**src/hdl/ics_periph_pkg.sv**
```systemverilog
// ##########################################################################
// Peripheral package
// Address map, register field views and host bus structs shared by the
// peripheral blocks
// ##########################################################################

`default_nettype none

package ics_periph_pkg;

    typedef logic [23:0] addr_t;
    typedef logic [31:0] data_t;

    // Region field is addr[23:20]
    typedef enum logic [3:0] {
        REGION_STATUS = 4'd0,
        REGION_DSP    = 4'd1,
        REGION_PAD    = 4'd2,
        REGION_FLASH  = 4'd3
    } region_e;

    // Picks operand b over operand a
    localparam int DSP_SEL_BIT = 2;

    typedef struct packed {
        logic status;
        logic dsp;
        logic pad;
        logic flash;
        logic write;
    } periph_sel_t;

    typedef struct packed {
        addr_t addr;
        logic  write;
        data_t wdata;
    } host_req_t;

    typedef struct packed {
        logic [15:0] unused_hi;
        logic        active;
        logic [4:0]  unused_mid;
        logic        csn;
        logic        clk;
        logic [3:0]  io_oe;
        logic [3:0]  io_out;
    } flash_ctrl_fields_t;

    typedef struct packed {
        logic [15:0]        unused_hi;
        logic signed [15:0] value;
    } operand_fields_t;

    // Same write word, seen by the flash block or the multiplier
    typedef union packed {
        flash_ctrl_fields_t flash;
        operand_fields_t    operand;
    } host_wdata_u;

    typedef struct packed {
        logic       active;
        logic       csn;
        logic       clk;
        logic [3:0] io_oe;
        logic [3:0] io_out;
    } flash_pins_t;

    // Red LED on out of reset
    localparam logic [1:0] STATUS_RESET = 2'b01;

endpackage

`default_nettype wire

```
**src/hdl/dsp_multiplier.sv**
```systemverilog
// ##########################################################################
// Memory-mapped signed multiplier
// Two operand registers feeding a registered signed product
// ##########################################################################

`timescale 1ns/10ps
`default_nettype none

module dsp_multiplier #(
    parameter int MULT_WIDTH = 16
) (
    input  wire                               vdp_clk,
    input  wire                               write_en,
    input  wire                               operand_b_sel,
    input  wire ics_periph_pkg::host_wdata_u  wdata,
    output ics_periph_pkg::data_t             product
);
    import ics_periph_pkg::*;

    logic signed [MULT_WIDTH-1:0]   operand_a;
    logic signed [MULT_WIDTH-1:0]   operand_b;
    logic signed [2*MULT_WIDTH-1:0] full_product;

    // Address bit picks which operand a write loads
    always_ff @(posedge vdp_clk) begin
        if (write_en && !operand_b_sel) begin
            operand_a <= MULT_WIDTH'(wdata.operand.value);
        end
        if (write_en && operand_b_sel) begin
            operand_b <= MULT_WIDTH'(wdata.operand.value);
        end
    end

    assign full_product = operand_a * operand_b;

    // Product follows the operands every cycle
    always_ff @(posedge vdp_clk) begin
        product <= data_t'(full_product);
    end

endmodule

`default_nettype wire

```
**src/hdl/flash_bitbang_ctrl.sv**
```systemverilog
// ##########################################################################
// Flash bit-bang control
// Host-written register that takes over the flash pins while active
// ##########################################################################

`timescale 1ns/10ps
`default_nettype none

module flash_bitbang_ctrl (
    input  wire                               vdp_clk,
    input  wire                               vdp_reset,
    input  wire                               write_en,
    input  wire ics_periph_pkg::host_wdata_u  wdata,
    output ics_periph_pkg::flash_pins_t       pins
);
    logic       active_q;
    logic       csn_q;
    logic       clk_q;
    logic [3:0] io_oe_q;
    logic [3:0] io_out_q;

    always_ff @(posedge vdp_clk) begin
        if (vdp_reset) begin
            active_q <= 1'b0;
            csn_q    <= 1'b1;
            clk_q    <= 1'b0;
            io_oe_q  <= 4'h0;
        end else if (write_en) begin
            active_q <= wdata.flash.active;
            csn_q    <= wdata.flash.csn;
            clk_q    <= wdata.flash.clk;
            io_oe_q  <= wdata.flash.io_oe;
        end
    end

    always_ff @(posedge vdp_clk) begin
        if (write_en) begin
            io_out_q <= wdata.flash.io_out;
        end
    end

    // Pins released unless the host owns them
    always_comb begin
        pins.active = active_q;
        pins.csn    = active_q ? csn_q : 1'b1;
        pins.clk    = active_q ? clk_q : 1'b0;
        pins.io_oe  = active_q ? io_oe_q : 4'h0;
        pins.io_out = active_q ? io_out_q : 4'h0;
    end

    io_released: assert property (@(posedge vdp_clk) disable iff (vdp_reset)
        write_en && !wdata.flash.active |=> !pins.active && pins.io_oe == 4'h0);

endmodule

`default_nettype wire

```
**src/hdl/gamepad_mock.sv**
```systemverilog
// ##########################################################################
// Mock gamepad
// Latches three board buttons into a shift register and clocks them out
// one bit at a time under host control
// ##########################################################################

`timescale 1ns/10ps
`default_nettype none

module gamepad_mock #(
    parameter int PAD_BITS = 16
) (
    input  wire                          vdp_clk,
    input  wire                          vdp_reset,
    input  wire                          write_en,
    input  wire ics_periph_pkg::data_t   wdata,
    input  wire                          btn_1,
    input  wire                          btn_2,
    input  wire                          btn_3,
    output wire                          pad_bit
);
    logic [1:0]          pad_ctrl;
    logic                pad_clk_q;
    logic [PAD_BITS-1:0] latch_value;
    logic [PAD_BITS-1:0] pad_shift;

    // Bit 0 latch, bit 1 clock
    always_ff @(posedge vdp_clk) begin
        if (vdp_reset) begin
            pad_ctrl  <= 2'b00;
            pad_clk_q <= 1'b0;
        end else begin
            if (write_en) begin
                pad_ctrl <= wdata[1:0];
            end
            pad_clk_q <= pad_ctrl[1];
        end
    end

    // Left, right and B buttons in pad order
    always_comb begin
        latch_value    = '0;
        latch_value[7] = btn_1;
        latch_value[6] = btn_3;
        latch_value[0] = btn_2;
    end

    always_ff @(posedge vdp_clk) begin
        if (pad_ctrl[0]) begin
            pad_shift <= latch_value;
        end
        // Shift on rising edge of the clock bit
        if (pad_ctrl[1] && !pad_clk_q) begin
            pad_shift <= {1'b0, pad_shift[PAD_BITS-1:1]};
        end
    end

    assign pad_bit = pad_shift[0];

endmodule

`default_nettype wire

```
**src/hdl/ics_periph_top.sv**
```systemverilog
// ##########################################################################
// Peripheral subsystem top
// Host port, address decoder, bus controller and the four register blocks
// ##########################################################################

`timescale 1ns/10ps
`default_nettype none

module ics_periph_top #(
    parameter int MULT_WIDTH = 16,
    parameter int PAD_BITS   = 16
) (
    input  wire                             vdp_clk,
    input  wire                             vdp_reset,
    input  wire                             req,
    input  wire ics_periph_pkg::host_req_t  host,
    input  wire                             btn_1,
    input  wire                             btn_2,
    input  wire                             btn_3,
    input  wire [3:0]                       flash_io_in,
    output wire                             ack,
    output wire ics_periph_pkg::data_t      rdata,
    output wire                             led_r,
    output wire                             led_b,
    output wire ics_periph_pkg::flash_pins_t flash_pins
);
    import ics_periph_pkg::*;

    logic        strobe;
    periph_sel_t sel;
    data_t       dsp_product;
    logic        pad_bit;
    host_wdata_u wdata_u;
    logic        dsp_write_en;
    logic        pad_write_en;
    logic        flash_write_en;

    assign wdata_u        = host.wdata;
    assign dsp_write_en   = sel.dsp && sel.write;
    assign pad_write_en   = sel.pad && sel.write;
    assign flash_write_en = sel.flash && sel.write;

    periph_address_decoder decoder (
        .vdp_clk(vdp_clk), .vdp_reset(vdp_reset), .strobe(strobe),
        .addr(host.addr), .write(host.write), .sel(sel)
    );

    periph_bus_ctrl bus_ctrl (
        .vdp_clk(vdp_clk), .vdp_reset(vdp_reset), .req(req), .sel(sel),
        .wdata(host.wdata), .dsp_product(dsp_product), .pad_bit(pad_bit),
        .flash_io_in(flash_io_in), .ack(ack), .strobe(strobe), .rdata(rdata),
        .led_r(led_r), .led_b(led_b)
    );

    dsp_multiplier #(.MULT_WIDTH(MULT_WIDTH)) dsp (
        .vdp_clk(vdp_clk), .write_en(dsp_write_en),
        .operand_b_sel(host.addr[DSP_SEL_BIT]), .wdata(wdata_u), .product(dsp_product)
    );

    gamepad_mock #(.PAD_BITS(PAD_BITS)) pad (
        .vdp_clk(vdp_clk), .vdp_reset(vdp_reset), .write_en(pad_write_en),
        .wdata(host.wdata), .btn_1(btn_1), .btn_2(btn_2), .btn_3(btn_3), .pad_bit(pad_bit)
    );

    flash_bitbang_ctrl flash_ctrl (
        .vdp_clk(vdp_clk), .vdp_reset(vdp_reset), .write_en(flash_write_en),
        .wdata(wdata_u), .pins(flash_pins)
    );

endmodule

`default_nettype wire

```
**src/hdl/periph_address_decoder.sv**
```systemverilog
// ##########################################################################
// Peripheral address decoder
// Registers a one-hot region select from the host address on each strobe
// ##########################################################################

`timescale 1ns/10ps
`default_nettype none

module periph_address_decoder (
    input  wire                          vdp_clk,
    input  wire                          vdp_reset,
    input  wire                          strobe,
    input  wire ics_periph_pkg::addr_t   addr,
    input  wire                          write,
    output ics_periph_pkg::periph_sel_t  sel
);
    import ics_periph_pkg::*;

    region_e region;

    assign region = region_e'(addr[23:20]);

    always_ff @(posedge vdp_clk) begin
        if (vdp_reset) begin
            sel <= '0;
        end else begin
            // Select lives for one cycle only
            sel <= '0;
            if (strobe) begin
                sel.write <= write;
                case (region)
                    REGION_STATUS: sel.status <= 1'b1;
                    REGION_DSP:    sel.dsp <= 1'b1;
                    REGION_PAD:    sel.pad <= 1'b1;
                    REGION_FLASH:  sel.flash <= 1'b1;
                    default:       ; // unmapped, nothing selected
                endcase
            end
        end
    end

    sel_onehot: assert property (@(posedge vdp_clk) disable iff (vdp_reset)
        $onehot0({sel.status, sel.dsp, sel.pad, sel.flash}));

endmodule

`default_nettype wire

```
**src/hdl/periph_bus_ctrl.sv**
```systemverilog
// ##########################################################################
// Peripheral bus controller
// Runs the four-phase req/ack handshake, holds the status LED register and
// captures read data from the selected peripheral
// ##########################################################################

`timescale 1ns/10ps
`default_nettype none

module periph_bus_ctrl (
    input  wire                               vdp_clk,
    input  wire                               vdp_reset,
    input  wire                               req,
    input  wire ics_periph_pkg::periph_sel_t  sel,
    input  wire ics_periph_pkg::data_t        wdata,
    input  wire ics_periph_pkg::data_t        dsp_product,
    input  wire                               pad_bit,
    input  wire [3:0]                         flash_io_in,
    output logic                              ack,
    output logic                              strobe,
    output ics_periph_pkg::data_t             rdata,
    output wire                               led_r,
    output wire                               led_b
);
    import ics_periph_pkg::*;

    typedef enum logic [1:0] {
        ST_IDLE,
        ST_DECODE,
        ST_RESPOND,
        ST_RELEASE
    } state_e;

    state_e     state;
    logic [1:0] status_q;
    data_t      read_word;

    assign led_r = status_q[0];
    assign led_b = status_q[1];

    always_ff @(posedge vdp_clk) begin
        if (vdp_reset) begin
            state  <= ST_IDLE;
            strobe <= 1'b0;
            ack    <= 1'b0;
        end else begin
            strobe <= 1'b0;
            case (state)
                ST_IDLE: begin
                    if (req) begin
                        strobe <= 1'b1;
                        state  <= ST_DECODE;
                    end
                end
                // Decoder registers the select here
                ST_DECODE: state <= ST_RESPOND;
                ST_RESPOND: begin
                    ack   <= 1'b1;
                    state <= ST_RELEASE;
                end
                // Hold ack until the host lets go of req
                ST_RELEASE: begin
                    if (!req) begin
                        ack   <= 1'b0;
                        state <= ST_IDLE;
                    end
                end
                default: state <= ST_IDLE;
            endcase
        end
    end

    always_ff @(posedge vdp_clk) begin
        if (vdp_reset) begin
            status_q <= STATUS_RESET;
        end else if (sel.status && sel.write) begin
            status_q <= wdata[1:0];
        end
    end

    // Unmapped regions read as zero
    always_comb begin
        read_word = '0;
        if (sel.status) begin
            read_word = data_t'(status_q);
        end else if (sel.dsp) begin
            read_word = dsp_product;
        end else if (sel.pad) begin
            read_word = data_t'(pad_bit);
        end else if (sel.flash) begin
            read_word = data_t'(flash_io_in);
        end
    end

    always_ff @(posedge vdp_clk) begin
        if (state == ST_RESPOND) begin
            rdata <= read_word;
        end
    end

    ack_needs_req: assert property (@(posedge vdp_clk) disable iff (vdp_reset)
        $rose(ack) |-> req);

    strobe_once: assert property (@(posedge vdp_clk) disable iff (vdp_reset)
        strobe |=> !strobe until (ack && !req));

endmodule

`default_nettype wire

```
**config.mk**
```make
export PLATFORM = sky130hd
export DESIGN_NAME = ics_periph_top
export DESIGN_NICKNAME = d
export VERILOG_FILES = /design/src/hdl/ics_periph_pkg.sv /design/src/hdl/dsp_multiplier.sv /design/src/hdl/flash_bitbang_ctrl.sv /design/src/hdl/gamepad_mock.sv /design/src/hdl/ics_periph_top.sv /design/src/hdl/periph_address_decoder.sv /design/src/hdl/periph_bus_ctrl.sv
export SDC_FILE = /design/constraint.sdc
export NUM_CORES = 1
export LEC_CHECK = 0
export BUFFER_PORTS_ARGS = -buffer_cell sky130_fd_sc_hd__buf_2
export CORE_MARGIN = 2
export CORE_UTILIZATION = 45
export CTS_CLUSTER_DIAMETER = 150
export DETAILED_ROUTE_END_ITERATION = 7
export GPL_TIMING_DRIVEN = 0
export HOLD_SLACK_MARGIN = 0.15
export PLACE_DENSITY = 0.7
export RECOVER_POWER = 50
export SYNTH_ARGS = -nofsm -noshare
export SYNTH_HDL_FRONTEND = slang
export SYNTH_SLANG_ARGS = --single-unit
```
**constraint.sdc**
```tcl
create_clock -name vdp_clk -period 6.05 [get_ports vdp_clk]
set_input_delay 0.3025 -clock vdp_clk [delete_from_list [all_inputs] [get_ports vdp_clk]]
set_output_delay 0.3025 -clock vdp_clk [all_outputs]
set_load 0.05 [all_outputs]
```
==> metrics.cfg <==
[logic_synthesis]
synth_edf_count=76
synth-simple-area-share_pct=14.6
synth_xor_area_share_pct=2.07
synth_ff_type=edfxtp_1
ys_seq_area_share_pct=23.9
synth.distinct_cells=58
yosysWarnings=0
syn_area_sq_um=14000
synthArstFlopShare_pct=0
synth_compound_area_share_pct=4.66
synth_area_leaders=fa_1 38%, edfxtp_1 16%, inv_1 8.0%
syn-num-nets=1768
synth_fa_ha_area_share_pct=45.3
synthCells=1353
synth.avg_cell_area_sq_um=10.3
synth_top_area_share_pct=37.6
synth_mux_area_share_pct=0.305
ys_seq_elements=129
synth_top_family_by_area=adder cells
synth_area_leader_cell=fa_1

[setup_path]
cp_common_cell=fa_1
rr_startpoint=dsp.operand_a[11]$_DFFE_PP_
setup.worst_path.start_class=flop
r2r_end=dsp.product[27]$_DFF_P_
crit_path_max_incr_delay_ns=0.56
worst-setup-path-type=flop to flop
reg2regPathDepth=21
cp_top_family=adder cells
crit_slowest_cell=fa_1
critPathBufInv=5
crit_chain=buf_4 -> and2_4 -> fa_1 -> inv_1 -> fa_1 -> fa_1 -> inv_1 -> fa_1 -> fa_1 -> inv_1 -> fa_1 -> inv_2 -> ha_4 -> a21o_1 -> a21oi_2 -> o221ai_2 -> o21bai_4 -> a221o_2 -> a31oi_4 -> mux2i_1 -> o2111ai_1
crit_fanout=4
worst_ep_arrival_time_ns=6.42
rrSetupSlack_ns=-0.06
critPathCaptureType=flop
worstPathRequired_ns=6.36

[timing]
setup_viol=2
rsz0062_at_grt=true
layout_setup_ws_ns=-0.0568
worst_clock_skew_ns=0.0119
hold_viol=0
max_slew_margin_pct=-35.6
fmax_mhz=164
fin_crit_sh_pct=101
tightestPinTransition_ns=2.03
period_needed_ns=6.11
slew_violations=33

[floorplanning]
ios=113
dieArea_sq_um=32500
core_sq_um=30600
start_util_pct=45.7
rows=64
dieWidth_um=180
die_h_um=180

[placed_design]
port_buffers=76
place_inst=1826
placed_area_sq_um=14900
place.gp.congestion=0.951
dp_hpwl_um=25600

[run_status]
status=finished with violations
violations=capacitance limit, slew limit, setup timing

[flow_run]
maxCapViolations=1

[clock_network]
path_clk_slew_ns=0.07
numCtsBuffers=17
clock_latency_ns=0.44
htree_levels=4
cts_tree=yes
ctsRootBufferMaster=clkbuf_16
cts_max_path_buffers=2
cts.sinks=129

[global_route]
antenna_found_initial=0
grt_pass1_wl_um=54300
overflow=0
grt_max_degree=33
grt_pass1_vias=10400
grt_usage_pct=21.5

[worst_hold_path]
min_to=pad.pad_shift[7]$_SDFFCE_PP0P_
hold_path_class=primary input to flop
min_path_cells=2
worstHoldStart=btn_1

[cells_and_area]
fin_nets=1945
stdcell_count=1939
nFillCells=2737
layout_common_cells=293 x inv_1, 256 x fa_1, 160 x nand2_1
mostFrequentLayoutCell=inv_1
fin_area_sq_um=16400
finalCoreUtilization_pct=53.6
drive_above_1_share_pct=12.8
syn_to_final_growth_pct=17.4
num_antenna_cells=0
regArea_sq_um=3340
multi_input_area_sq_um=9550

[drt]
drc=0
first_pass_iters=5
drtIter0Drc=528
avgViaCountPerCell=4.93
num_vias=9566
final_antenna_net_count=0
routedWlPerCell_um=17.2
wl_um=33300

[power]
total_power_w=0.00246
p_per_area_nw_per_um2=150
p_leak_nw=7.71
peakVddDrop_mv=0.151

timing repair:
| item | CTS | global route |
|---|---|---|
| endpoints found under the setup margin | 12 | 10 |
| hold endpoints to repair | 46 | 0 |
| gates resized for setup | 73 | 47 |
| setup buffers | 49 | 11 |
| pin swaps | 13 | 16 |
| hold buffers | 21 | 0 |
area by class of cell:
type                    instances  share of cell area, %
well taps                     396                   3.02
multi-input cells             884                   58.2
inverters                     296                   6.78
clock buffers                  19                   2.76
repair buffers                158                   6.07
clock inverters                13                  0.824
flip-flops and latches        129                   20.4
plain buffers                  44                   1.95
power by group:
part | switching, W | internal [W]
sequential | 0.0000192 | 0.00102
combinational | 0.000293 | 0.0000725
clock | 0.000453 | 0.000602
total | 0.000766 | 0.00169
cell usage after synthesis (2+ instances only):
cell and count:
o31ai_1 2, nor3_1 2, mux2_2 2, nor3b_1 3, edfxtp_1 76, a21o_1 7
xor2_1 6, nand3_1 5, o21bai_1 4, nand2b_1 5, a21oi_2 3, or2_2 2
nand3b_1 3, clkbuf_1 42, and2_1 162, fa_1 262, a31oi_1 5, nor2b_1 5
a211o_1 2, inv_1 296, ha_1 86, a21oi_1 35, nor4b_1 2, o21a_1 2
dfxtp_1 53, a21boi_1 2, mux2i_1 2, nand2_1 162, and3b_1 2, and3_1 8
o21ai_0 13, nor2_1 38, xnor2_1 27, a211oi_1 3
stage by stage:
step	hold slack (ns)	worst slack (ns)	setup TNS, ns
6_report	0.162	-0.0568	-0.105
2_1_floorplan	0.374	0.164	0
5_1_grt	0.169	-0.275	-0.689
4_1_cts	0.154	-0.0253	-0.0303
3_5_place_dp	0.447	-0.830	-6.50
3_3_place_gp	0.439	-0.743	-5.85
layer usage:
metal	global-route usage [%]	wire, um
met2	35.1	15600
met1	28.6	14600
met5	0	0
met4	7.58	992
met3	4.39	2030
flip-flops by register name, indices dropped and copies added (netlist names), 2 cells and up:
register / flops
bus_ctrl.state: 2
decoder.sel: 5
dsp.operand_b: 16
dsp.operand_a: 16
pad.pad_ctrl: 2
flash_ctrl.io_out_q: 4
bus_ctrl.rdata: 32
pad.pad_shift: 8
bus_ctrl.status_q: 2
flash_ctrl.io_oe_q: 4
dsp.product: 32
worst max-delay path by stage:
stage	cells past startpoint	endpoint	slack, ns	start
global route	20	dsp.product[27]$_DFF_P_	-0.28	dsp.operand_b[1]$_DFFE_PP_
CTS	21	dsp.product[27]$_DFF_P_	-0.03	dsp.operand_b[4]$_DFFE_PP_
global placement	20	dsp.product[30]$_DFF_P_	-0.74	dsp.operand_b[1]$_DFFE_PP_
floorplan	20	dsp.product[27]$_DFF_P_	0.16	dsp.operand_a[11]$_DFFE_PP_
detailed placement	18	dsp.product[30]$_DFF_P_	-0.83	dsp.operand_b[1]$_DFFE_PP_
finish	21	dsp.product[27]$_DFF_P_	-0.06	dsp.operand_a[11]$_DFFE_PP_
logic make-up (layout without fill, tap and decap cells):
logic type	after synthesis	after routing
muxes	4	4
AOI/OAI and AO/OA	95	95
xor gates and xnor gates	33	33
DFF	129	129
and+or+nand+nor	404	404
buffers and inverters	340	530
adders and majority gates	348	348
Note: power is estimated with default switching activity, not from simulation.
